==> config.mk <==
export PLATFORM = sky130hd
export DESIGN_NAME = rvv_decode
export DESIGN_NICKNAME = d
export VERILOG_FILES = /design/src/rvv_pkg.sv /design/src/rvv_decode.sv
export SDC_FILE = /design/constraint.sdc
export NUM_CORES = 1
export LEC_CHECK = 0
export ABC_AREA = 1
export ABC_CLOCK_PERIOD_IN_PS = 1510
export BUFFER_PORTS_ARGS = -buffer_cell sky130_fd_sc_hd__buf_2
export CAP_MARGIN = 10
export CORE_AREA = 2 2 39 41
export DETAILED_ROUTE_END_ITERATION = 8
export DIE_AREA = 0 0 41 43
export MAX_ROUTING_LAYER = met4
export SETUP_SLACK_MARGIN = 0.2
export SYNTH_ARGS = -nofsm -noshare
export SYNTH_HDL_FRONTEND = slang
export SYNTH_SLANG_ARGS = --single-unit
==> constraint.sdc <==
create_clock -name vclk -period 1.51
set_input_delay 0.453 -clock vclk [all_inputs]
set_output_delay 0.453 -clock vclk [all_outputs]
set_load 0.01 [all_outputs]
==> src/rvv_pkg.sv <==
package rvv_pkg;

	localparam int VLEN      = 128;
	localparam int VLENB     = VLEN / 8;
	localparam int NUM_VREGS = 32;

	typedef logic [VLEN-1:0]  vreg_t;
	typedef logic [VLENB-1:0] vbe_t;
	typedef logic [4:0]       vaddr_t;
	typedef logic [8:0]       vl_t;   // up to 128 elements
	typedef logic [2:0]       sew_t;  // 0 = e8, 1 = e16, 2 = e32

	// major opcodes
	localparam logic [6:0] OPC_OP_V     = 7'b1010111;
	localparam logic [6:0] OPC_LOAD_FP  = 7'b0000111;
	localparam logic [6:0] OPC_STORE_FP = 7'b0100111;

	localparam logic [2:0] F3_OPIVV = 3'b000;
	localparam logic [2:0] F3_OPIVX = 3'b100;
	localparam logic [2:0] F3_OPIVI = 3'b011;
	localparam logic [2:0] F3_OPCFG = 3'b111;

	localparam logic [5:0] F6_VMV = 6'b010111;

	localparam logic [31:0] VTYPE_ILL = 32'h8000_0000; // vill only

	// operand source of a vector move
	localparam logic [1:0] MV_SRC_V = 2'd0;
	localparam logic [1:0] MV_SRC_X = 2'd1;
	localparam logic [1:0] MV_SRC_I = 2'd2;

	// sequencer states shared by the lsu and the move unit
	typedef enum logic [1:0] {
		ST_IDLE,
		ST_RUN,
		ST_DONE
	} seq_state_t;

endpackage

==> src/rvv_decode.sv <==
module rvv_decode import rvv_pkg::*; (
	input  logic [31:0] pcpi_insn_i,
	output logic        is_cfg_o,
	output logic        is_load_o,
	output logic        is_store_o,
	output logic        is_move_o,
	output logic        is_rvv_insn_o,
	output sew_t        mem_sew_o,
	output logic [1:0]  move_src_o
);
	logic [6:0] opcode;
	logic [2:0] funct3;
	logic [5:0] funct6;
	logic       mem_ok;

	assign opcode = pcpi_insn_i[6:0];
	assign funct3 = pcpi_insn_i[14:12];
	assign funct6 = pcpi_insn_i[31:26];

	always_comb begin
		is_cfg_o   = 1'b0;
		is_load_o  = 1'b0;
		is_store_o = 1'b0;
		is_move_o  = 1'b0;
		mem_sew_o  = '0;
		move_src_o = MV_SRC_V;
		mem_ok     = 1'b0;
		case (opcode)
			OPC_OP_V: begin
				if (funct3 == F3_OPCFG) begin
					// vsetvli, vsetivli, vsetvl
					is_cfg_o = ~pcpi_insn_i[31] || pcpi_insn_i[31:30] == 2'b11 ||
						pcpi_insn_i[31:25] == 7'b1000000;
				end else if (funct6 == F6_VMV && pcpi_insn_i[25] && pcpi_insn_i[24:20] == '0) begin
					case (funct3)
						F3_OPIVV: begin
							is_move_o  = 1'b1;
							move_src_o = MV_SRC_V;
						end
						F3_OPIVX: begin
							is_move_o  = 1'b1;
							move_src_o = MV_SRC_X;
						end
						F3_OPIVI: begin
							is_move_o  = 1'b1;
							move_src_o = MV_SRC_I;
						end
						default: ;
					endcase
				end
			end
			OPC_LOAD_FP, OPC_STORE_FP: begin
				// nf 0, mew 0, mop unit stride, vm set, lumop 0
				if (pcpi_insn_i[31:25] == 7'b0000001 && pcpi_insn_i[24:20] == '0) begin
					case (funct3)
						3'b000: begin
							mem_ok    = 1'b1;
							mem_sew_o = 3'd0;
						end
						3'b101: begin
							mem_ok    = 1'b1;
							mem_sew_o = 3'd1;
						end
						3'b110: begin
							mem_ok    = 1'b1;
							mem_sew_o = 3'd2;
						end
						default: ;
					endcase
				end
				is_load_o  = mem_ok && opcode == OPC_LOAD_FP;
				is_store_o = mem_ok && opcode == OPC_STORE_FP;
			end
			default: ;
		endcase
	end

	assign is_rvv_insn_o = is_cfg_o | is_load_o | is_store_o | is_move_o;

endmodule

Word level (Yosys, flattened, before mapping)

Index checks and enable logic that the tools add are counted.

$add $sub $neg: 0
Multipliers: 0
Divide/modulo/power cells: 0
Order comparisons: 0
Eq/ne operators: 12
Shift operators: 0
Multiplexer cells: 18
Bitwise gates (word level): 4
Reductions and logical operators: 12

Operator list:

| kind                 | count |
|---|---|
| $eq A7 B7 Y1 const B | 2 |
| $eq A3 B3 Y1 const B | 4 |
| $mux W1              | 11 |
| $mux W2              | 5 |
| $pmux W2 S2          | 2 |
| $eq A7 B1 Y1 const B | 1 |
| $eq A7 B3 Y1 const B | 1 |
| $eq A7 B6 Y1 const B | 1 |
| $eq A6 B5 Y1 const B | 1 |
| $reduce_or A3 Y1     | 2 |
| $logic_and A1 B1 Y1  | 5 |
| $logic_not A5 Y1     | 1 |
| $eq A3 B2 Y1 const B | 1 |
| $logic_not A3 Y1     | 1 |
| $or A1 B1 Y1         | 3 |
| $eq A2 B2 Y1 const B | 1 |
| $logic_or A1 B1 Y1   | 2 |
| $reduce_or A2 Y1     | 1 |
| $not A1 Y1           | 1 |

Register bits: 0
Latch bits: 0
Memory bits (writable): 0
Memory bits (read-only): 0
Output and inout port bits: 10
Logic and storage cells: 46
Memories kept: 0

Depth between registers and ports, before layout

Depth in word-level cells: 10
Depth in mapped cells: 7

Worst setup path after synthesis

Ideal clock, no wire load.

Path kind: input -> output
From: input pcpi_insn_i[3]
To: output is_load_o
Data arrival time: 1060 ps
Data required time: 1057 ps
Setup slack: -3 ps
Stages on the path: 7
Path buffers: 0
Cell sequence: inv_1 -> nand2_1 -> nor2_2 -> nand2_1 -> nor2_2 -> nand3_2 -> nor2_1

Word-level cells in the longest chain between the ends: 3
Elaborated cells between the ends (all ways): 5

RTL lines:

| element                                                 | RTL line                           | source |
|---|---|---|
| from (decl)                                             | rvv_decode.sv:2                    | `input logic [31:0] pcpi_insn_i,` |
| $eq A7 B3 Y1 or $eq A7 B6 Y1 (tied branches)            | rvv_decode.sv:28, rvv_decode.sv:71 |  |
| $reduce_or A2 Y1 or $logic_and A1 B1 Y1 (tied branches) | rvv_decode.sv:28, rvv_decode.sv:71 |  |
| $mux W1 (*)                                             | rvv_decode.sv:28                   | `case (opcode)` |
| to (decl)                                               | rvv_decode.sv:4                    | `output logic is_load_o,` |

Every way passes the cells marked *; elsewhere a longest branch is shown, timed or not.

Worst setup path in the final report

From: input pcpi_insn_i[27]
To: output mem_sew_o[0]

Word-level cells in the longest chain between the ends: 4

RTL lines:

| element             | RTL line         | source |
|---|---|---|
| $eq A7 B1 Y1        | rvv_decode.sv:54 | `if (pcpi_insn_i[31:25] == 7'b0000001 && pcpi_insn_i[24:20] == '0) begin` |
| $logic_and A1 B1 Y1 | rvv_decode.sv:54 |  |
| $mux W2             | rvv_decode.sv:54 |  |
| $mux W2             | rvv_decode.sv:28 |  |
| to (decl)           | rvv_decode.sv:8  | `output sew_t mem_sew_o,` |

No other way between the ends.

==> run_results.csv <==
group,metric,value,unit
sta,final_max_slew_viol_count,0,
logic_synthesis,synth_xor_area_frac,0,
setup_path,path_cells,"buf_6, inv_2, nand2_2, nor2_2, nand2_1, nor2_2, nand2_1, nor2_2, buf_2",
logic_synthesis,yosysTopAreaCell,"nor2_1",
place,hpwl,784,um
logic_synthesis,synth_area,289.0,um2
setup_path,criticalPathCategory,"input port to output port",
clock_network,ctsHoldBuffers,0,
setup_path,cp_max_fo,2,
layout,seqCellArea,0,um2
logic_synthesis,synth_area_per_cell,4.314,um2
floorplanning,num_rows,14,
sta,period_needed,1.691,ns
logic_synthesis,synth-simple-area-share,0.7922,
drt,drt_iter0_drc,2,
logic_synthesis,synth_top_family_by_area,"simple AND/OR/NAND/NOR gates",
logic_synthesis,ys_types,9,
pwr,ir_drop,52.49,uV
status,violations,"setup timing",
layout,nClkBuffers,0,
worst_hold_path,holdPathEnd,"move_src_o[0]",
drt,routed_via_density,4.093,
floorplanning,ios,42,
sta,fmax,591.4,MHz
logic_synthesis,synth_nets,99,
grt,antenna_found_initial,0,
layout,diodes,0,
drt,wl_per_cell,7.449,um
setup_path,cp_slowest_cell,"buf_2",
setup_path,critPathRequiredTime,1.06,ns
logic_synthesis,synthAdderAreaFrac,0,
layout,fin_cells,118,
pwr,finalPower,0.0001101,W
sta,hold_viol,0,
sta,min_period_over_period,1.120,
place,dp_slack,-0.2591,ns
logic_synthesis,yosys.area.top_type_share,0.2597,
place,dpl.cell_count,118,
logic_synthesis,yosys-top-cells-area,"nor2_1 26%, nand2_1 23%, inv_1 16%",
pwr,p_leak,0.3571,nW
logic_synthesis,yosys_warnings,0,
drt,vias,483,
setup_path,critPathLaunchType,"input port",
grt,grt_usage,0.09212,
status,status,"finished, violations left",
floorplanning,die_y,43,um
setup_path,crit_path_end_kind,"output port",
place,io_buffers,31,
pwr,p_per_area,170.1,mW/mm2
worst_hold_path,hold_depth,5,
grt,grt_pass1_wl,1214,um
logic_synthesis,ys_seq_area_frac,0,
logic_synthesis,synth-compound-area-share,0,
place,place.gp.congestion,0.6787,
sta,rsz0062_at_grt,"true",
logic_synthesis,netlist_instances,67,
floorplanning,start_util,0.2089,
drt,wl,879,um
setup_path,critPathTopFamily,"simple AND/OR/NAND/NOR gates",
layout,sequential_cell_total,0,
setup_path,worst_path_most_repeated_cell,"nor2_2",
clock_network,post-cts-setup-buffer-count,0,
setup_path,arrival,1.24,ns
sta,finalSetupViolations,9,
sta,hold_slack,1.268,ns
setup_path,max_stage_delay,0.13,ns
job,maxCapViolCount,0,
layout,drive_gt1_frac,0.6373,
worst_hold_path,hold_class,"input port to output port",
sta,fin_ws,-0.1808,ns
logic_synthesis,synth_mux_area_frac,0,
drt,detail-route-antenna-nets,0,
grt,grt_pass1_vias,339,
layout,final_nets,136,
place,placedInstanceArea,529.3,um2
drt,drc_errors,0,
grt,grt_overflow,0,
floorplanning,dieArea,0.001763,mm2
drt,dr.pass1.iters,4,
floorplanning,design.core.area,0.001384,mm2
setup_path,crit_path_start,"pcpi_insn_i[27]",
setup_path,path_buf_inv,3,
layout,finalInstanceArea,646.9,um2
floorplanning,dieWidth,41,um
grt,grt_max_degree,7,
layout,synthToLayoutAreaGrowth,123.8,%
worst_hold_path,hold_start,"pcpi_insn_i[12]",
[where the power goes]
| part | internal (W) | leakage [nW] | total, W | switching [W] |
|---|---|---|---|---|
| Sequential | 0 | 0 | 0 | 0 |
| Clock | 0 | 0 | 0 | 0 |
| Combinational | 0.0000588 | 0.357 | 0.000110 | 0.0000512 |
[how the worst max path moves through the flow]
stage               endpoint  cells past startpoint
2_1_floorplan   mem_sew_o[0]                      7
3_3_place_gp       is_load_o                      9
3_5_place_dp    mem_sew_o[0]                      9
4_1_cts         mem_sew_o[0]                      9
5_1_grt        move_src_o[1]                      9
6_report        mem_sew_o[0]                      9
[cell usage in the layout (no fill, tap or decap)]
master    count
nand2_1      14
buf_6         8
nand3_2       5
nand2_2       2
nand3_1       4
inv_2         6
buf_4         7
nand2_4       2
inv_1         6
buf_8         1
buf_2        20
nor2_1       12
conb_1        1
nor2_2        9
nor2_4        4
clkinv_8      1
[Yosys cell counts (all sizes together)]
library cell,count
nor2,25
nand3,9
buf,1
conb,1
nand2,18
inv,13
[cell type report]
type                            instances  area [um2]
Inverter                               13       61.31
Multi-Input combinational cell         53       307.8
Fill cell                             149       737.0
Tap cell                               16       20.02
Timing Repair Buffer                   36       257.7
[stage by stage]
stage,TNS [ns],utilization
after floorplan,0,-
after global placement,-1.927,0.3825
after detailed placement,-1.907,0.3825
after CTS,-1.416,0.4476
after global routing,-2.110,0.4675
final,-1.348,0.4675
[what timing repair did]
action                                  in CTS  in global routing
resized for setup                           22                  6
endpoints found under the setup margin       9                  9
pin swaps                                    4                  2
endpoints found under the hold margin        0                  0
[worst min-delay path: cells and delay by family]
family / cells / cell delay, ns
AND/OR/NAND/NOR: 3 / 0.12
buffers and inverters: 2 / 0.25
[cell families after synthesis]
logic type             Yosys count
other                            1
buffers and inverters           14
AND/OR/NAND/NOR                 52
[metal layers]
metal / up-vias / track usage / routed length, um
met5: - / - / 0
li1: 264 / - / -
met2: 18 / 0.1688 / 447
met1: 201 / 0.1139 / 352
met4: 0 / 0 / 0
met3: 0 / 0 / 78
Note: power is estimated with default switching activity, not from simulation.
