--- config.mk ---
export PLATFORM = sky130hd
export DESIGN_NAME = rvv_csr
export DESIGN_NICKNAME = d
export VERILOG_FILES = /design/src/rvv_pkg.sv /design/src/rvv_csr.sv
export SDC_FILE = /design/constraint.sdc
export NUM_CORES = 1
export LEC_CHECK = 0
export ABC_AREA = 1
export ABC_CLOCK_PERIOD_IN_PS = 2000
export BUFFER_PORTS_ARGS = -buffer_cell sky130_fd_sc_hd__buf_2
export CAP_MARGIN = 20
export CORE_MARGIN = 5
export CORE_UTILIZATION = 38
export CTS_CLUSTER_SIZE = 20
export DETAILED_ROUTE_END_ITERATION = 10
export PLACE_DENSITY = 0.78
export SLEW_MARGIN = 20
export SYNTH_ARGS = -nofsm -noshare
export SYNTH_HDL_FRONTEND = slang
export SYNTH_SLANG_ARGS = --single-unit
--- constraint.sdc ---
create_clock -name clk -period 2 [get_ports clk]
set_input_delay 0.1 -clock clk [delete_from_list [all_inputs] [get_ports clk]]
set_output_delay 0.1 -clock clk [all_outputs]
set_load 0.02 [all_outputs]
--- src/rvv_pkg.sv ---
package rvv_pkg;

	localparam int VLEN      = 128;
	localparam int VLENB     = VLEN / 8;
	localparam int NUM_VREGS = 32;

	typedef logic [VLEN-1:0]  vreg_t;
	typedef logic [VLENB-1:0] vbe_t;
	typedef logic [4:0]       vaddr_t;
	typedef logic [8:0]       vl_t;   // up to 128 elements
	typedef logic [2:0]       sew_t;  // 0 = e8, 1 = e16, 2 = e32

	// major opcodes
	localparam logic [6:0] OPC_OP_V     = 7'b1010111;
	localparam logic [6:0] OPC_LOAD_FP  = 7'b0000111;
	localparam logic [6:0] OPC_STORE_FP = 7'b0100111;

	localparam logic [2:0] F3_OPIVV = 3'b000;
	localparam logic [2:0] F3_OPIVX = 3'b100;
	localparam logic [2:0] F3_OPIVI = 3'b011;
	localparam logic [2:0] F3_OPCFG = 3'b111;

	localparam logic [5:0] F6_VMV = 6'b010111;

	localparam logic [31:0] VTYPE_ILL = 32'h8000_0000; // vill only

	// operand source of a vector move
	localparam logic [1:0] MV_SRC_V = 2'd0;
	localparam logic [1:0] MV_SRC_X = 2'd1;
	localparam logic [1:0] MV_SRC_I = 2'd2;

	// sequencer states shared by the lsu and the move unit
	typedef enum logic [1:0] {
		ST_IDLE,
		ST_RUN,
		ST_DONE
	} seq_state_t;

endpackage

--- src/rvv_csr.sv ---
module rvv_csr import rvv_pkg::*; (
	input  logic        clk,
	input  logic        resetn,
	input  logic        start_i,
	input  logic [31:0] pcpi_insn_i,
	input  logic [31:0] pcpi_rs1_i,
	input  logic [31:0] pcpi_rs2_i,
	output logic        ready_o,
	output logic        wr_o,
	output logic [31:0] rd_o,
	output vl_t         vl_o,
	output sew_t        vsew_o,
	output logic [1:0]  vlmul_o
);
	logic [31:0] vtype_q;
	vl_t         vl_q;
	logic [31:0] vtype_new;
	logic [31:0] avl;
	vl_t         vlmax;
	vl_t         vl_new;
	logic        is_vsetvli;
	logic        is_vsetivli;

	assign is_vsetvli  = ~pcpi_insn_i[31];
	assign is_vsetivli = pcpi_insn_i[31:30] == 2'b11;

	always_comb begin
		if (is_vsetvli)
			vtype_new = {21'b0, pcpi_insn_i[30:20]};
		else if (is_vsetivli)
			vtype_new = {22'b0, pcpi_insn_i[29:20]};
		else
			vtype_new = pcpi_rs2_i; // vsetvl

		// reserved bits, fractional lmul and e64 all end in vill
		if (vtype_new[31:8] != '0 || vtype_new[2] || vtype_new[5:3] > 3'd2)
			vlmax = '0;
		else
			vlmax = vl_t'(VLENB >> vtype_new[5:3]) << vtype_new[1:0];

		if (is_vsetivli)
			avl = {27'b0, pcpi_insn_i[19:15]};
		else if (pcpi_insn_i[19:15] != '0)
			avl = pcpi_rs1_i;
		else if (pcpi_insn_i[11:7] != '0)
			avl = '1;
		else
			avl = {23'b0, vl_q}; // keep vl

		if (vlmax == '0)
			vl_new = '0;
		else if (avl <= {23'b0, vlmax})
			vl_new = avl[8:0];
		else
			vl_new = vlmax;
	end

	always_ff @(posedge clk) begin
		if (!resetn) begin
			vtype_q <= VTYPE_ILL;
			vl_q    <= '0;
			ready_o <= 1'b0;
			wr_o    <= 1'b0;
			rd_o    <= '0;
		end else begin
			ready_o <= start_i;
			wr_o    <= start_i;
			rd_o    <= start_i ? {23'b0, vl_new} : '0;
			if (start_i) begin
				vtype_q <= (vlmax == '0) ? VTYPE_ILL : vtype_new;
				vl_q    <= vl_new;
			end
		end
	end

	assign vl_o    = vl_q;
	assign vsew_o  = vtype_q[5:3];
	assign vlmul_o = vtype_q[1:0];

endmodule

Word level (Yosys, flattened, before mapping)
Cells that the tools add are included.
W data, S select, Z words.
Operators by class
  $lt $le $gt $ge: 2
  reductions and logical operators: 7
  mux-type cells: 9
  shift-type cells: 2
  eq/ne operators: 1
Operators by type and width (count)
  $mux W32: 5
  $le A32 B9 Y1: 1
  $mux W9: 3
  $reduce_bool A24 Y1: 1
  $reduce_bool A5 Y1: 2
  $logic_not A9 Y1: 1
  $shl A9 B2 Y9: 1
  $shr A5 B3 Y9 const A: 1
  $mux W6: 1
  $gt A3 B2 Y1 const B: 1
  $eq A2 B2 Y1 const B: 1
  $logic_or A1 B1 Y1: 2
  $reduce_and A2 Y1: 1
Word-level totals
  input port bits: 99
  flip-flop bits (word level): 48

Longest topological paths before layout
Gate-level depths: netlist of the first run.
  depth after elaboration: 10
  depth in mapped cells: 23
  gate-level depth less buffers: 22

Worst setup path before layout of the first run
Ideal clock, no wire load.
  path type: input to register
  start point: input port pcpi_insn_i[30]
  end point: register vl_q[3] (netlist: vl_o[3])
  required time: 1.885 ns
  stages: 20
  buffers on the path: 1
  path slack: -0.204 ns
  arrival time: 2.089 ns
  setup time: 0.115 ns
  path through: inv_2 > nand2_4 > nand2_1 > nand2_1 > a21oi_1 > nand2_1 > nor2_2 > buf_4 > nand3_2 > ha_1 > a21oi_1 > nor2_1 > nor2_1 > nand2_1 > nand2_1 > nand3_4 > nor2_1 > nor2_1 > nand3_1 > nand2_1
On the way
  word-level cells in the longest chain between the ends: 10
  elaborated cells between the ends (all ways): 15
  classes of those cells: order compare: 2; eq/ne: 1; shift: 2; mux: 6; reduce/logical: 4
Ends and longest elaborated chain
  from (decl): line rvv_csr.sv:5  | input logic [31:0] pcpi_insn_i,
  parallel branches: the longest is 9 deep, another holds $le A32 B9 Y1
  $mux W9 (*): line rvv_csr.sv:50  | if (vlmax == '0)
  to (signal assigned): line rvv_csr.sv:71  | vl_q <= vl_new;
  to (decl): line rvv_csr.sv:16  | vl_t vl_q;
Every way passes the cells marked *.
A chain may end at the register's enable or synchronous reset.

Worst setup path after layout of the first run
  start point: input port pcpi_insn_i[31]
  end point: register vl_q[7] (netlist: vl_o[7])
The elaborated chain is that of the path after synthesis.

==> impl_metrics.toml, run 1 <==
[cts]
clock-sinks = 24
cts_tree = "done"
clkSlewWorstSetupHoldPaths_ns = 0.08
cts_max_level = 1
clockBufferDepth = 2
cts_buffers = 3
ctsHoldBuffers = 0
clockRootBuffer = "clkbuf_8"
clk_latency_ns = 0.27

[yosys]
synth_top_area_frac = 0.232
yosysSeqAreaShare = 0.232
syn_area_sq_um = 2070
ys_top_cells_by_area = "dfxtp_1 (23%), nand2_1 (18%), nor2_1 (11%), buf_4 (9.4%), inv_1 (8.0%)"
synth_area_leader_cell = "dfxtp_1"
ys_ff_latch = 24
yosys_warnings = 0
synthCells = 351
avgSynthCellArea_sq_um = 5.91
synth_cell_types = 31

[routing]
via_per_inst = 4.54
drtAntennaViolNets = 0
post_drt_wl_per_cell_microns = 11.4
firstDrtPassIters = 4
drc = 0
drt_iter0_markers = 107
wl_mm = 6.56
vias = 2606

[timing]
fin_skew_ns = 0.00271
setup_tns_ns = -0.609
min_period_ns = 2.10
setup_slack_ns = -0.104
finalCritPeriodShare = 1.05
setup_viol = 14
max_freq_ghz = 0.475
rsz0062_at_grt = "true"
finalHoldViolCount = 0
slew_violations = 0

[cells_and_area]
final_common_cell = "buf_2"
stdcell_area_sq_um = 3290
num_antenna_cells = 0
final_util = 0.632
fillers = 478
drive_gt1_frac = 0.431
nets = 612
syn_to_final_growth_pct = 58.6
final_cell_mix = "buf_2 (107), nand2_1 (82), nor2_1 (50), inv_1 (44), buf_4 (36)"

[run_status]
violations = "setup timing"
status = "finished with violations"

[hold_path]
min-delay-path-class = "primary input to flop"
hold_path_depth = 4

[power]
power_frac_comb = 0.348
switching_power_uw = 430
intPower_uw = 959
power.share.clock = 0.306
power_leakage_nw = 1.83
ir_drop_uv = 388
powerDensity_nw_per_um2 = 423
finalPower_mw = 1.39
switching_share = 0.309
p_seq_frac = 0.346

[global_routing]
grt_pass1_vias = 2494
globalRouteOverflowTotal = 0
antenna_found_initial = 0
grt_max_degree = 15
grt.total_usage = 0.179
grt_pass1_wl_mm = 10.6

[placement]
place_ws_ns = -0.438
post_dp_cell_area_sq_um = 2970
port_buffers = 109
gp_congestion = 0.869
place_hpwl_mm = 5.17

[worst_setup_path]
r2r_slack_ns = 0.04
crit_type = "primary input to flop"
worst_path_max_delay_cell = "ha_4"
critPathMaxStageDelay_ns = 0.29
end_kind = "flop"
worstPathArrival_ns = 2.32
start_kind = "primary input"
crit_required_ns = 2.21
crit_cells = 22
cpLargestDelayFamily = "simple AND/OR/NAND/NOR gates"
crit_top_cell = "nand2_1"
worstPathMaxFanout = 6
path_buf_inv = 6
cp_cell_sequence = "buf_12 > buf_12 > nand2_8 > nand2_2 > nand2_2 > buf_4 > buf_4 > nand4_1 > nand3_1 > nand3_2 > ha_4 > nand2_1 > inv_1 > nand2_1 > nand2_1 > nand2_1 > nand2_1 > nand2_2 > buf_4 > nand4_1 > nand3_2 > o21ai_2"
r2r_cells = 16

[floorplan]
fp-row-count = 26
fp.dieH_microns = 83.9
dieArea_sq_um = 7030
pin_count = 147
core_sq_um = 5200
die_w_microns = 83.9
start_util = 0.398

[run]
cap_violations = 0
[worst paths after layout]
kind / start / endpoint
worst max-delay path: pcpi_insn_i[31] / vl_o[7]
worst min-delay path: start_i / vl_o[6]
worst max register to register: vl_o[1] / vl_o[7]
worst min register to register: vtype_q[5] / vtype_q[5]
[synth_stat cells]
master / count
nand2_1: 97
o31ai_1: 4
nor3_1: 3
a21o_1: 1
nand2_2: 3
and2_1: 1
buf_2: 1
nand3_4: 1
dfxtp_1: 24
and2_0: 2
nand2_4: 1
nand4_1: 14
inv_1: 44
inv_2: 5
clkbuf_1: 1
o22ai_1: 1
nor2_2: 2
or2_2: 3
o21ai_0: 3
buf_4: 26
o21ai_1: 6
nand3b_1: 2
nand3_1: 24
ha_1: 8
a21oi_1: 6
o211ai_1: 1
or2_1: 1
nor2_1: 60
conb_1: 2
nand3_2: 3
nor3_2: 1
[state kept, by name, indices dropped and copies added (netlist names)]
register / count
wr_o: 1
vtype_q: 5
rd_o: 9
vl_o: 9
[cell type report]
cell class,count,area (sq um),share of cell area
Clock buffer,3,41.3,0.0126
Tap cell,70,87.6,0.0266
Timing Repair inverter,1,8.76,0.00266
Multi-Input combinational cell,277,1530,0.465
Sequential cell,24,480,0.146
Inverter,49,203,0.0616
Clock inverter,1,30.0,0.00913
Timing Repair Buffer,149,907,0.276
[tightest hold or removal path: cells and delay by family]
kind | cells | cell delay (ns)
buffers and inverters | 1 | 0.09
AOI/OAI and AO/OA | 1 | 0.05
and+or+nand+nor | 2 | 0.18
[kinds of logic (layout without fill, tap and decap cells)]
family                   Yosys count  in the layout  synth area share
AND/OR/NAND/NOR                  218            221             0.468
flip-flops                        24             24             0.232
AO/OA/AOI/OAI                     22             22            0.0610
buffers and inverters             77            203             0.187
other                              2             26           0.00362
adder cells (fa/ha/maj)            8              8            0.0483
[routing by layer]
layer | vias to the layer above | GRT usage | share of wire
met5 | - | 0 | 0
met4 | 0 | 0.0482 | 0.015
met3 | 9 | 0.0454 | 0.096
met2 | 114 | 0.333 | 0.50
met1 | 1120 | 0.199 | 0.39
li1 | 1363 | - | -
[stage by stage]
stage                     hold slack [ns]  instances
after global routing                0.232        574
after global placement              0.414        562
after CTS                           0.183        573
after detailed placement            0.415        562
after floorplan                     0.280        375
final                               0.197        574
[power by group through the flow]
stage	clock network (mW)	logic [mW]	registers [mW]
2_1_floorplan	0	0.271	0.496
3_3_place_gp	0	0.411	0.492
3_5_place_dp	0	0.420	0.492
4_1_cts	0.435	0.454	0.481
5_1_grt	0.457	0.538	0.482
6_report	0.425	0.483	0.481
[repair_timing]
item,4_1_cts,5_1_grt
resized for setup,21,24
cloned,4,1
buffers inserted,3,0
endpoints found under the setup margin,16,16
hold endpoints to repair,0,0
pin swaps,25,4
(Power assumes the default switching activity.)
==> run 2, diff against run 1 <==
--- a/config.mk
+++ b/config.mk
@@ -8,5 +8,5 @@
 export ABC_AREA = 1
 export ABC_CLOCK_PERIOD_IN_PS = 2000
-export BUFFER_PORTS_ARGS = -buffer_cell sky130_fd_sc_hd__buf_2
+export BUFFER_PORTS_ARGS = -buffer_cell sky130_fd_sc_hd__buf_4
 export CAP_MARGIN = 20
 export CORE_MARGIN = 5
==> constraint.sdc (replaced) <==
create_clock -name clk -period 2 [get_ports clk]
set_input_delay 0 -clock clk [delete_from_list [all_inputs] [get_ports clk]]
set_output_delay 0 -clock clk [all_outputs]
set_load 0.02 [all_outputs]
==> impl_metrics.toml, run 2 (synthesis results as in run 1) <==
[run_status]
status = "finished with violations"
violations = "setup timing"

[worst_setup_path]
cp_cell_sequence = "buf_4 > nor2_2 > nand2_1 > nor2_2 > nand2_1 > nor2_1 > nor2_2 > nor2_4 > nand3_2 > ha_1 > a21oi_2 > nor2_1 > nor2_1 > nand2_1 > nand2_2 > nand3_4 > nor2_2 > nor2_1 > nand3_1 > nand2_1"
worst_path_max_delay_cell = "ha_1"
critPathMaxStageDelay_ns = 0.33
worstPathMaxFanout = 6
crit_required_ns = 2.17
end_kind = "flop"
start_kind = "primary input"
crit_type = "primary input to flop"
r2r_slack_ns = -0.04
worstPathArrival_ns = 2.24

[cells_and_area]
syn_to_final_growth_pct = 71.8
num_antenna_cells = 0
drive_gt1_frac = 0.438
nets = 622
final_common_cell = "buf_4"
final_cell_mix = "buf_4 (154), nand2_1 (86), inv_1 (44), nor2_1 (42), conb_1 (26)"

[cts]
cts_tree = "done"
clk_latency_ns = 0.27
clkSlewWorstSetupHoldPaths_ns = 0.09
clock-sinks = 24
clockBufferDepth = 2
cts_max_level = 1
clockRootBuffer = "clkbuf_8"
cts_buffers = 3

[timing]
finalHoldViolCount = 0
finalCritPeriodShare = 1.04
rsz0062_at_grt = "true"
setup_slack_ns = -0.0786
max_freq_ghz = 0.481
slew_violations = 0
setup_tns_ns = -0.454
fin_skew_ns = 0.00525
setup_viol = 12
min_period_ns = 2.08

[floorplan]
core_sq_um = 5200
dieArea_sq_um = 7030
start_util = 0.398
pin_count = 147
die_w_microns = 83.9
fp-row-count = 26
fp.dieH_microns = 83.9

[global_routing]
grt_max_degree = 15
grt_pass1_wl_mm = 11.2
grt_pass1_vias = 2696
grt.total_usage = 0.188
globalRouteOverflowTotal = 0
antenna_found_initial = 0

[routing]
firstDrtPassIters = 4
drtAntennaViolNets = 0
wl_mm = 7.25
drc = 0
via_per_inst = 4.71
vias = 2751
post_drt_wl_per_cell_microns = 12.4
drt_iter0_markers = 138

[run]
cap_violations = 0

[power]
ir_drop_uv = 335
finalPower_mw = 1.44
power_leakage_nw = 1.91
powerDensity_nw_per_um2 = 405

[placement]
gp_congestion = 0.899
port_buffers = 109
place_hpwl_mm = 5.55

[hold_path]
min-delay-path-class = "primary input to flop"
## run 2: cell types whose count changed in the layout (fill, tap and decap cells not counted), moves of 3 or more
cell | previous run | this run
buf_2 | 107 | 0
buf_4 | 36 | 154
nor2_1 | 50 | 42
nand2_1 | 82 | 86
o21ai_2 | 4 | 1
nand2_4 | 5 | 0
nor2_4 | 1 | 5
o21ai_1 | 2 | 5
nor2_2 | 11 | 15
## run 2: routing by layer
metal | wire, microns | global-route usage | vias to the layer above
li1 | - | - | 1385
met1 | 2780 | 0.201 | 1205
met2 | 3630 | 0.342 | 141
met3 | 585 | 0.0503 | 20
met4 | 246 | 0.0848 | 0
met5 | 0 | 0 | -
## run 2: cell type report
cell class              count  area, sq um
well taps                  70         87.6
multi-input cells         276         1490
fillers                   455         1640
inverters                  49          189
repair buffers            161         1250
clock buffers               3         41.3
clock inverters             1         30.0
flip-flops and latches     24          480
## run 2: path summary, 6_finish.rpt
check                                     from         end  cells after the start
worst max-delay path            pcpi_rs2_i[20]     vl_o[5]                     20
worst min register to register      vtype_q[5]  vtype_q[5]                      2
worst min-delay path                   start_i     vl_o[0]                      5
worst max register to register         vl_o[3]     vl_o[5]                     17
## run 2: through the flow
step | worst slack [ns] | util | hold WS, ns | instances | instance area [sq um]
after CTS | 0.000624 | 0.653 | 0.163 | 575 | 3400
after global placement | -0.324 | 0.613 | 0.414 | 567 | 3190
after floorplan | 0.0105 | - | 0.180 | 375 | 2170
after global routing | -0.273 | 0.684 | 0.185 | 584 | 3560
final | -0.0786 | 0.684 | 0.158 | 584 | 3560
after detailed placement | -0.405 | 0.613 | 0.413 | 567 | 3190
## run 2: critical path, delay by kind of cell
kind	cells	cell delay (ns)
compound gates	1	0.16
fa+ha+maj	1	0.33
buf+inv	1	0.11
simple gates	17	1.63
## run 2: timing repair
item,4_1_cts,5_1_grt
gates cloned,2,0
pin swaps,14,20
setup endpoints to repair,16,16
hold endpoints to repair,0,0
hold buffers,0,0
resized for setup,24,29
setup buffers,2,9
## run 2: report_power, final
| part | switching (mW) | internal (mW) | leakage (nW) |
|---|---|---|---|
| Clock | 0.157 | 0.268 | 0.0357 |
| Sequential | 0.00120 | 0.480 | 0.194 |
| Combinational | 0.274 | 0.262 | 1.68 |
