`config.mk`:
```
export PLATFORM = sky130hd
export DESIGN_NAME = rvv_move
export DESIGN_NICKNAME = d
export VERILOG_FILES = /design/src/rvv_pkg.sv /design/src/rvv_move.sv
export SDC_FILE = /design/constraint.sdc
export NUM_CORES = 1
export LEC_CHECK = 0
export ABC_AREA = 1
export CAP_MARGIN = 25
export CORE_AREA = 2 2 142 144
export CTS_CLUSTER_SIZE = 16
export DETAILED_ROUTE_END_ITERATION = 8
export DIE_AREA = 0 0 144 146
export DONT_BUFFER_PORTS = 1
export GPL_TIMING_DRIVEN = 0
export HOLD_SLACK_MARGIN = 0.06
export SLEW_MARGIN = 20
export SYNTH_ARGS = -nofsm -noshare
export SYNTH_HDL_FRONTEND = slang
export SYNTH_SLANG_ARGS = --single-unit
```
`constraint.sdc`:
```
create_clock -name clk -period 3.5 [get_ports clk]
set_clock_uncertainty 0.05 [all_clocks]
set_input_delay 0.525 -clock clk [delete_from_list [all_inputs] [get_ports clk]]
set_output_delay 0.525 -clock clk [all_outputs]
set_load 0.05 [all_outputs]
```
`src/rvv_pkg.sv`:
```
package rvv_pkg;

	localparam int VLEN      = 128;
	localparam int VLENB     = VLEN / 8;
	localparam int NUM_VREGS = 32;

	typedef logic [VLEN-1:0]  vreg_t;
	typedef logic [VLENB-1:0] vbe_t;
	typedef logic [4:0]       vaddr_t;
	typedef logic [8:0]       vl_t;   // up to 128 elements
	typedef logic [2:0]       sew_t;  // 0 = e8, 1 = e16, 2 = e32

	// major opcodes
	localparam logic [6:0] OPC_OP_V     = 7'b1010111;
	localparam logic [6:0] OPC_LOAD_FP  = 7'b0000111;
	localparam logic [6:0] OPC_STORE_FP = 7'b0100111;

	localparam logic [2:0] F3_OPIVV = 3'b000;
	localparam logic [2:0] F3_OPIVX = 3'b100;
	localparam logic [2:0] F3_OPIVI = 3'b011;
	localparam logic [2:0] F3_OPCFG = 3'b111;

	localparam logic [5:0] F6_VMV = 6'b010111;

	localparam logic [31:0] VTYPE_ILL = 32'h8000_0000; // vill only

	// operand source of a vector move
	localparam logic [1:0] MV_SRC_V = 2'd0;
	localparam logic [1:0] MV_SRC_X = 2'd1;
	localparam logic [1:0] MV_SRC_I = 2'd2;

	// sequencer states shared by the lsu and the move unit
	typedef enum logic [1:0] {
		ST_IDLE,
		ST_RUN,
		ST_DONE
	} seq_state_t;

endpackage

```
`src/rvv_move.sv`:
```
module rvv_move import rvv_pkg::*; (
	input  logic        clk,
	input  logic        resetn,
	input  logic        start_i,
	input  logic [31:0] pcpi_insn_i,
	input  logic [31:0] pcpi_rs1_i,
	input  logic [1:0]  move_src_i,
	input  vl_t         vl_i,
	input  sew_t        vsew_i,
	input  vreg_t       vreg_rdata_i,
	output logic        ready_o,
	output logic        wait_o,
	output vaddr_t      vreg_raddr_o,
	output logic        vreg_we_o,
	output vaddr_t      vreg_waddr_o,
	output vbe_t        vreg_wbe_o,
	output vreg_t       vreg_wdata_o
);
	seq_state_t  state;
	logic [2:0]  step;        // register within the group
	logic [10:0] total_bytes;
	logic [10:0] rem_bytes;
	logic        last_step;
	logic [31:0] scalar;
	vreg_t       splat;
	vbe_t        be;

	assign total_bytes = 11'(vl_i) << vsew_i;
	assign rem_bytes   = total_bytes - {4'b0, step, 4'b0};
	assign last_step   = rem_bytes <= 11'(VLENB);

	// simm5 is sign extended
	assign scalar = (move_src_i == MV_SRC_I) ?
		{{27{pcpi_insn_i[19]}}, pcpi_insn_i[19:15]} : pcpi_rs1_i;

	always_comb begin
		case (vsew_i)
			3'd0:    splat = {VLENB{scalar[7:0]}};
			3'd1:    splat = {(VLENB / 2){scalar[15:0]}};
			default: splat = {(VLENB / 4){scalar}};
		endcase
		if (rem_bytes >= 11'(VLENB))
			be = '1;
		else
			be = (vbe_t'(1) << rem_bytes[3:0]) - 1'b1; // tail bytes kept
	end

	always_ff @(posedge clk) begin
		if (!resetn) begin
			state <= ST_IDLE;
			step  <= '0;
		end else begin
			case (state)
				ST_IDLE: begin
					if (start_i) begin
						state <= (vl_i == '0) ? ST_DONE : ST_RUN;
						step  <= '0;
					end
				end
				ST_RUN: begin
					if (last_step)
						state <= ST_DONE;
					step <= step + 1'b1;
				end
				default: state <= ST_IDLE;
			endcase
		end
	end

	assign ready_o = state == ST_DONE;
	assign wait_o  = state == ST_RUN || (state == ST_IDLE && start_i && vl_i != '0);

	assign vreg_raddr_o = pcpi_insn_i[19:15] + vaddr_t'(step); // vs1 of the group
	assign vreg_we_o    = state == ST_RUN;
	assign vreg_waddr_o = vreg_we_o ? pcpi_insn_i[11:7] + vaddr_t'(step) : '0;
	assign vreg_wbe_o   = vreg_we_o ? be : '0;
	assign vreg_wdata_o = !vreg_we_o ? '0 :
		(move_src_i == MV_SRC_V) ? vreg_rdata_i : splat;

endmodule

```
# After elaboration in Yosys (flattened, before gate mapping)
# Index checks and enable logic that the tools add are counted.
# totals
out_inout_bits	157
ff_bits	5
word_cells	41
# classes
eq_ne	6
addsub	5
shifts	2
muxes	13
n_reduce_logical	11
order_cmp	2
# ops
cell	n
$mux 128	2
$pmux 128 s2	1
$mux 16	2
$mux 32	1
$shl 1x4->16 const A	1
$sub 16x1->16 const B	1
$ge 11x5->1 const B	1
$le 11x5->1 const B	1
$shl 9x3->11	1
$sub 11x7->11	1
$add 5x3->5	2
$logic_not 9->1	1
$reduce_bool 9->1	1
$mux 2	3
$pmux 3 s2	1
$mux 5	1
$eq 2x2->1 const B	2
$logic_not 2->1	2
$pmux 2 s2	1
$reduce_and 2->1	2
$add 3x1->3 const B	1
$eq 3x1->1 const B	1
$logic_not 3->1	1
$mux 3	1
other kinds (6)	7

# Depth between registers and ports, before layout
# Gate-level depths: netlist (run 1).
# logic_depth
depth_word	6
ltp_mapped	18

# Worst setup path after synthesis (run 1)
# No wires, ideal clock.
# synth_timing
path_kind	in2out
startpoint	input vsew_i[2]
endpoint	output vreg_wbe_o[10]
required_ns	2.925
arrival_ns	2.967
path_slack_ns	-0.042
n_path_buf	2
cell_stages	13
cell_sequence	buf_6 -> inv_2 -> clkbuf_1 -> o21ai_0 -> ha_1 -> a21o_1 -> nor2_1 -> nand3_2 -> o21ai_0 -> nand2_1 -> nand3_4 -> nor2_1 -> nor2_1
# synth_between
elab_chain_cells	6
# synth_lines
item	line	rtl
from (decl)	rvv_move.sv:9	input sew_t vsew_i,
$shl 9x3->11 (*)	rvv_move.sv:28	assign total_bytes = 11'(vl_i) << vsew_i;
$sub 11x7->11 (*)	rvv_move.sv:29	assign rem_bytes = total_bytes - {4'b0, step, 4'b0};
$shl 1x4->16	rvv_move.sv:45	be = (vbe_t'(1) << rem_bytes[3:0]) - 1'b1;
$sub 16x1->16	rvv_move.sv:45	
$mux 16 (*)	rvv_move.sv:42	if (rem_bytes >= 11'(VLENB))
$mux 16 (*)	rvv_move.sv:76	assign vreg_wbe_o = vreg_we_o ? be : '0;
to (decl)	rvv_move.sv:16	output vbe_t vreg_wbe_o,
# Mark *: on every way between the ends. The rest lies on a longest branch, timed or not.

# Worst setup path in the final report (run 1)
# layout_timing
startpoint	input move_src_i[1]
endpoint	output vreg_wdata_o[31]
# layout_between
elab_chain_cells	5
# layout_lines
item	line	rtl
from (decl)	rvv_move.sv:7	input logic [1:0] move_src_i,
$eq 2x2->1	rvv_move.sv:33	assign scalar = (move_src_i == MV_SRC_I) ?
$mux 32	rvv_move.sv:33	
$pmux 128 s2	rvv_move.sv:37	case (vsew_i)
$mux 128 (*)	rvv_move.sv:78	(move_src_i == MV_SRC_V) ? vreg_rdata_i : splat;
$mux 128 (*)	rvv_move.sv:77	assign vreg_wdata_o = !vreg_we_o ? '0 :
to (decl)	rvv_move.sv:17	output vreg_t vreg_wdata_o
# Marks and branches as above.

==> out/metrics.cfg, run 1 <==
[place]
detailed_place.area_um2 = 3770
globalplace.congestion = 0.885
dp.final_hpwl_mm = 18.0
io_buffer_count = 0

[global_routing]
grt_antenna_before_repair = 1
grt_pass1_vias = 4531
global_route_wire_length_before_repair_mm = 28.0
globalRouteOverflowTotal = 0
grt_max_degree = 11
track_usage = 0.179

[hold_path]
hold_path_class = in2reg
min_delay_src = resetn

[cts]
cts-root-buf = sky130_fd_sc_hd__clkbuf_16
tritoncts = yes
insertion_delay_ns = 0.23
cts.htree.levels = 1
clkTransAtPathRegs_ns = 0.03
cts.sinks = 5
clockBufferDepth = 2
cts_buffers = 3

[logic_synthesis]
synth_enable_flop_cells = 0
postSynthNetCount = 927
synth_cells = 704
synth_sequential_area_ratio = 0.0296
synth_seq_cells = 5
synthesis.area_um2 = 3390
ys_dominant_reg_cell = sky130_fd_sc_hd__dfxtp_1
number_of_distinct_library_cell_variants_in_the_gate_level_netlist_after_synthesis = 44
yosys_warnings = 0
avgSynthCellArea_um2 = 4.81
synth-async-reset-ratio = 0

[timing]
tightest_slew_ns = 1.10
timing.max_slew.rel_slack = 0.265
final.min_clock_period_ns = 3.46
timing.final.setup_violations = 0
timing.final.hold_violations = 0
max_clock_freq_mhz = 289
min_period_over_period = 0.989
finalMaxSlewViolations = 0
hold_slack_ns = 0.393
unrepaired_setup_endpoints_after_global_routing = true

[power_and_ir_drop]
cellInternalPower_mw = 0.432
finalPower_mw = 1.61
ir_worst_vdd_uv = 385
power_switching_mw = 1.17
power.share.switching = 0.731
power_density_nw_per_um2 = 379
clkPwrFrac = 0.117
comb_power_share = 0.842
p_seq_frac = 0.042
p_leak_nw = 2.00

[die]
die_area_um2 = 21000
die_width_um = 144
die_extent_in_y_um = 146
fp.coreArea_um2 = 19300
fp-row-count = 51
initial_core_util = 0.175
ioPinCount = 366

[setup_path]
cp.arrival_ns = 2.89
critical_path.startpoint = move_src_i[1]
worstPathMaxFanout = 10
crit_path_end_kind = output pin
startpoint_of_the_most_critical_register_to_register_path = step[1]
cp.required_ns = 2.92
setup.worst_path.class = in2out
crit_path_start_kind = input pin

[route]
route.final.wire_length_mm = 20.8
antenna_left = 0
detailed_route_iter0_violations = 299
wl_per_cell_um = 21.2
drt_pass_1_iters = 5
drc = 0
vias_per_cell = 4.90
detailroute.via_count = 4812

[cells_and_area]
post_route_cells_drive_above_1_share = 0.208
layout.nets = 941
final_cell_area_um2 = 4240
syn2layout_area_growth_pct = 25.3
n_fill_cell = 2264

[outcome]
run_status = complete, no violations

[run]
reported_max_cap_violation_count = 0

==> stage by stage <==
stage | util | TNS, ns | std cells | setup WS, ns
2_1_floorplan | - | 0 | 704 | 0.0794
3_3_place_gp | 0.193 | -2.85 | 969 | -0.284
3_5_place_dp | 0.195 | -3.33 | 972 | -0.323
4_1_cts | 0.205 | -0.383 | 976 | -0.0629
5_1_grt | 0.219 | -1.02 | 982 | -0.184
6_report | 0.219 | 0 | 983 | 0.0398
==> power by group through the flow <==
| stage | clock network [mW] | registers, mW | logic, mW |
|---|---|---|---|
| 6_report | 0.187 | 0.0670 | 1.35 |
| 5_1_grt | 0.192 | 0.0675 | 1.42 |
| 4_1_cts | 0.190 | 0.0669 | 1.28 |
| 3_5_place_dp | 0 | 0.0677 | 1.25 |
| 3_3_place_gp | 0 | 0.0674 | 1.24 |
| 2_1_floorplan | 0 | 0.0656 | 1.06 |
==> registers in the layout, summed over array words and instances (netlist names) <==
| name | flops |
|---|---|
| step | 3 |
| state | 2 |
==> cell type report <==
class                   count  area (µm²)  area share
plain buffers              34         193      0.0454
multi-input cells         611        3230       0.761
clock buffers               4        78.8      0.0186
diodes                      1        2.50    0.000590
repair buffers              8        92.6      0.0218
flip-flops and latches      5         100      0.0236
inverters                  55         215      0.0507
well taps                 265         332      0.0781
==> logic make-up after synthesis <==
kind of cell    Yosys count  share of synthesized area
simple gates            486                      0.606
compound gates           99                      0.163
buf+inv                  89                      0.115
fa+ha+maj                14                     0.0584
xor+xnor                  9                     0.0233
flops                     5                     0.0296
mux                       2                    0.00591
==> cell usage after synthesis (2+ instances only) <==
cell / instances / area [µm²]
sky130_fd_sc_hd__dfxtp_1: 5 / 100
sky130_fd_sc_hd__nand2_1: 121 / 454
sky130_fd_sc_hd__nand3_2: 9 / 90.1
sky130_fd_sc_hd__mux2i_1: 2 / 20.0
sky130_fd_sc_hd__xor2_1: 5 / 43.8
sky130_fd_sc_hd__fa_1: 3 / 60.1
sky130_fd_sc_hd__nor3_1: 3 / 15.0
sky130_fd_sc_hd__o21ai_1: 10 / 50.1
sky130_fd_sc_hd__nand4_1: 4 / 25.0
sky130_fd_sc_hd__nor2_4: 3 / 33.8
sky130_fd_sc_hd__a31oi_1: 2 / 12.5
sky130_fd_sc_hd__inv_2: 7 / 26.3
sky130_fd_sc_hd__o21ai_0: 52 / 260
sky130_fd_sc_hd__o211ai_1: 8 / 60.1
sky130_fd_sc_hd__or2_2: 8 / 50.1
sky130_fd_sc_hd__nor4_1: 2 / 12.5
sky130_fd_sc_hd__nand2_2: 8 / 50.1
sky130_fd_sc_hd__nor2_2: 6 / 37.5
sky130_fd_sc_hd__xnor2_1: 4 / 35.0
sky130_fd_sc_hd__buf_6: 6 / 67.6
sky130_fd_sc_hd__o21a_1: 2 / 15.0
sky130_fd_sc_hd__inv_1: 47 / 176
sky130_fd_sc_hd__a21oi_1: 18 / 90.1
sky130_fd_sc_hd__ha_1: 11 / 138
sky130_fd_sc_hd__nand3_1: 24 / 120
sky130_fd_sc_hd__buf_2: 4 / 20.0
sky130_fd_sc_hd__nor2_1: 292 / 1100
sky130_fd_sc_hd__clkbuf_1: 22 / 82.6
==> timing repair <==
action / in CTS / in global routing
pin swaps: 0 / 5
gates resized for setup: 33 / 67
setup buffers: 0 / 5
endpoints found under the setup margin: 31 / 56
cloned: 0 / 1
hold buffers: 0 / 0
==> placed cells by master, fill, tap and decap left out, types with 3 or more instances in the layout <==
cell and n:
sky130_fd_sc_hd__a21oi_1 18, sky130_fd_sc_hd__buf_2 4, sky130_fd_sc_hd__buf_4 5, sky130_fd_sc_hd__buf_6 8, sky130_fd_sc_hd__clkbuf_1 22, sky130_fd_sc_hd__clkbuf_16 3, sky130_fd_sc_hd__dfxtp_1 5, sky130_fd_sc_hd__ha_1 10
sky130_fd_sc_hd__inv_1 46, sky130_fd_sc_hd__inv_2 5, sky130_fd_sc_hd__nand2_1 115, sky130_fd_sc_hd__nand2_2 11, sky130_fd_sc_hd__nand2_4 3, sky130_fd_sc_hd__nand3_1 22, sky130_fd_sc_hd__nand3_2 12, sky130_fd_sc_hd__nand4_1 4
sky130_fd_sc_hd__nor2_1 234, sky130_fd_sc_hd__nor2_2 53, sky130_fd_sc_hd__nor2_4 14, sky130_fd_sc_hd__o211ai_1 8, sky130_fd_sc_hd__o21ai_0 48, sky130_fd_sc_hd__o21ai_1 9, sky130_fd_sc_hd__o21ai_4 4, sky130_fd_sc_hd__or2_2 8
sky130_fd_sc_hd__xnor2_1 4, sky130_fd_sc_hd__xor2_1 5
==> path summary, 6_finish.rpt <==
kind         slack [ns]               end  cells after the start
min reg2reg        0.58           step[2]                      2
max                0.04  vreg_wdata_o[31]                      9
max reg2reg        1.35          state[0]                     12
min                0.39          state[1]                      2
==> layer usage <==
layer  part of all wire  GRT usage  vias up
met1               0.38      0.205     2246
met2               0.51      0.337      274
met3              0.080     0.0290       37
met5                  0          0        -
li1                   -          -     2255
met4              0.035     0.0520        0
==> worst max-delay path, cell delays in order <==
cell and delay, ns:
sky130_fd_sc_hd__inv_1 0.04, sky130_fd_sc_hd__nor2_4 0.22, sky130_fd_sc_hd__buf_2 0.33, sky130_fd_sc_hd__o21ai_0 0.39
sky130_fd_sc_hd__nand2_1 0.18, sky130_fd_sc_hd__o21ai_0 0.10, sky130_fd_sc_hd__o21ai_0 0.15, sky130_fd_sc_hd__nand2_1 0.14
sky130_fd_sc_hd__nor2_1 0.79
Note: power is estimated with default switching activity, not from simulation.
==> inputs of run 2 (changes only) <==
==> constraint.sdc (replaced) <==
create_clock -name clk -period 4.2 [get_ports clk]
set_clock_uncertainty 0.05 [all_clocks]
set_input_delay 0.63 -clock clk [delete_from_list [all_inputs] [get_ports clk]]
set_output_delay 0.63 -clock clk [all_outputs]
set_load 0.05 [all_outputs]
==> run 2 against run 1 <==
Effect of this change:
- setup slack improved by 0.27 ns
- combinational power shrank 23%
- global-route usage shrank 0.32 points
- power shrank 22%
- die area is the same
- final cell count down 0.71%
- sequential share of layout area is 0.24 points higher
- clock power down 17%
- routed wire length decreased by 3.3%
- register-to-register slack better by 0.66 ns
- largest cell class unchanged
- largest power group unchanged
==> out/metrics.cfg, run 2 (synthesized netlist as in run 1, its figures left out) <==
[outcome]
run_status = complete, no violations

[global_routing]
globalRouteOverflowTotal = 0
grt_pass1_vias = 4352
grt_antenna_before_repair = 3
track_usage = 0.176
global_route_wire_length_before_repair_mm = 27.3
grt_max_degree = 11

[cells_and_area]
layout.nets = 933
largest_register = step
mostFrequentLayoutCell = sky130_fd_sc_hd__nor2_1
most-common-layout-cells = sky130_fd_sc_hd__nor2_1, sky130_fd_sc_hd__nand2_1, sky130_fd_sc_hd__o21ai_0, sky130_fd_sc_hd__inv_1, sky130_fd_sc_hd__nand3_1
final_cell_area_um2 = 3840
post_route_cells_drive_above_1_share = 0.106
largest_registers = step: 3 flops, state: 2 flops
fin_util = 0.199
syn2layout_area_growth_pct = 13.5
largest_register_ffs = 3

[power_and_ir_drop]
ir_worst_vdd_uv = 224
power_density_nw_per_um2 = 325
finalPower_mw = 1.25
p_leak_nw = 1.94

[place]
dp.final_hpwl_mm = 18.0
io_buffer_count = 0
globalplace.congestion = 0.943
detailed_place.area_um2 = 3730

[cts]
cts_setup_buffers = 0
cts.htree.levels = 1
clockBufferDepth = 2
tritoncts = yes
insertion_delay_ns = 0.23
clkTransAtPathRegs_ns = 0.03
hold_buf_cts = 0
cts_buffers = 3
cts-root-buf = sky130_fd_sc_hd__clkbuf_16
cts.sinks = 5

[timing]
max_clock_freq_mhz = 257
final.min_clock_period_ns = 3.89
totalNegativeSetupSlack_ns = 0
min_period_over_period = 0.926
timing.max_slew.rel_slack = 0.235
finalMaxSlewViolations = 0
timing.final.hold_violations = 0
tightest_slew_ns = 1.14
timing.final.setup_violations = 0
unrepaired_setup_endpoints_after_global_routing = false

[run]
reported_max_cap_violation_count = 0

[route]
detailroute.via_count = 4692
route.final.wire_length_mm = 20.1
wl_per_cell_um = 20.6
detailed_route_iter0_violations = 225
drc = 0
antenna_left = 0
drt_pass_1_iters = 5
vias_per_cell = 4.81

[die]
die_extent_in_y_um = 146
die_area_um2 = 21000
die_width_um = 144
initial_core_util = 0.175
ioPinCount = 366
fp-row-count = 51
fp.coreArea_um2 = 19300

[setup_path]
setup.worst_path.class = in2out
crit_path_start_kind = input pin
cp.required_ns = 3.52
crit_path_end_kind = output pin
cp.arrival_ns = 3.21
worstPathMaxFanout = 10

[hold_path]
hold_path_class = in2reg

## run 2: cell types whose count changed in the layout (fill, tap and decap cells not counted), sizes merged
cell,previous run,this run
clkbuf,25,26
diode,1,2
inv,53,54
buf,21,13
clkinvlp,1,0
nand3,35,34
## run 2: worst max-delay path, stage by stage
cell,delay [ns]
sky130_fd_sc_hd__buf_6,0.13
sky130_fd_sc_hd__inv_2,0.11
sky130_fd_sc_hd__clkbuf_1,0.33
sky130_fd_sc_hd__nand3_1,0.12
sky130_fd_sc_hd__o21ai_0,0.13
sky130_fd_sc_hd__ha_1,0.33
sky130_fd_sc_hd__a21o_1,0.20
sky130_fd_sc_hd__nor2_1,0.15
sky130_fd_sc_hd__nand3_2,0.11
sky130_fd_sc_hd__o21ai_0,0.15
sky130_fd_sc_hd__nand2_1,0.12
sky130_fd_sc_hd__nand3_4,0.15
sky130_fd_sc_hd__nand2_4,0.11
sky130_fd_sc_hd__nand2_1,0.42
## run 2: routing by layer
layer,global-route usage,share of wire
met5,0,0.00065
met4,0.0515,0.033
met2,0.321,0.50
met1,0.202,0.39
met3,0.0392,0.082
## run 2: final timing paths
| check | startpoint | endpoint | slack [ns] | cells after the start |
|---|---|---|---|---|
| worst min register to register | state[1] | state[1] | 0.56 | 3 |
| worst max-delay path | vsew_i[2] | vreg_wbe_o[14] | 0.31 | 14 |
| worst min-delay path | resetn | state[1] | 0.51 | 2 |
| worst max register to register | step[1] | state[0] | 2.01 | 11 |
## run 2: power breakdown
group	internal, mW	switching [mW]
Combinational	0.143	0.894
Clock	0.126	0.0307
Sequential	0.0510	0.00448
## run 2: timing repair
| item | CTS | global route |
|---|---|---|
| gates resized for setup | 0 | 11 |
| endpoints found under the setup margin | 0 | 11 |
| endpoints found under the hold margin | 0 | 0 |
## run 2: per-stage QoR
stage          cells  hold slack, ns  worst slack (ns)
3_5_place_dp     970           0.533             0.101
3_3_place_gp     969           0.512             0.132
4_1_cts          974           0.515            0.0979
2_1_floorplan    704           0.474             0.448
6_report         976           0.513             0.311
5_1_grt          975           0.526            0.0389
## run 2: cell type report
cell class	instances	area (µm²)
clock buffers	4	78.8
well taps	265	332
multi-input cells	610	2930
fillers	2302	15500
repair buffers	1	11.3
plain buffers	34	181
inverters	55	206
flip-flops and latches	5	100
diodes	2	5.00
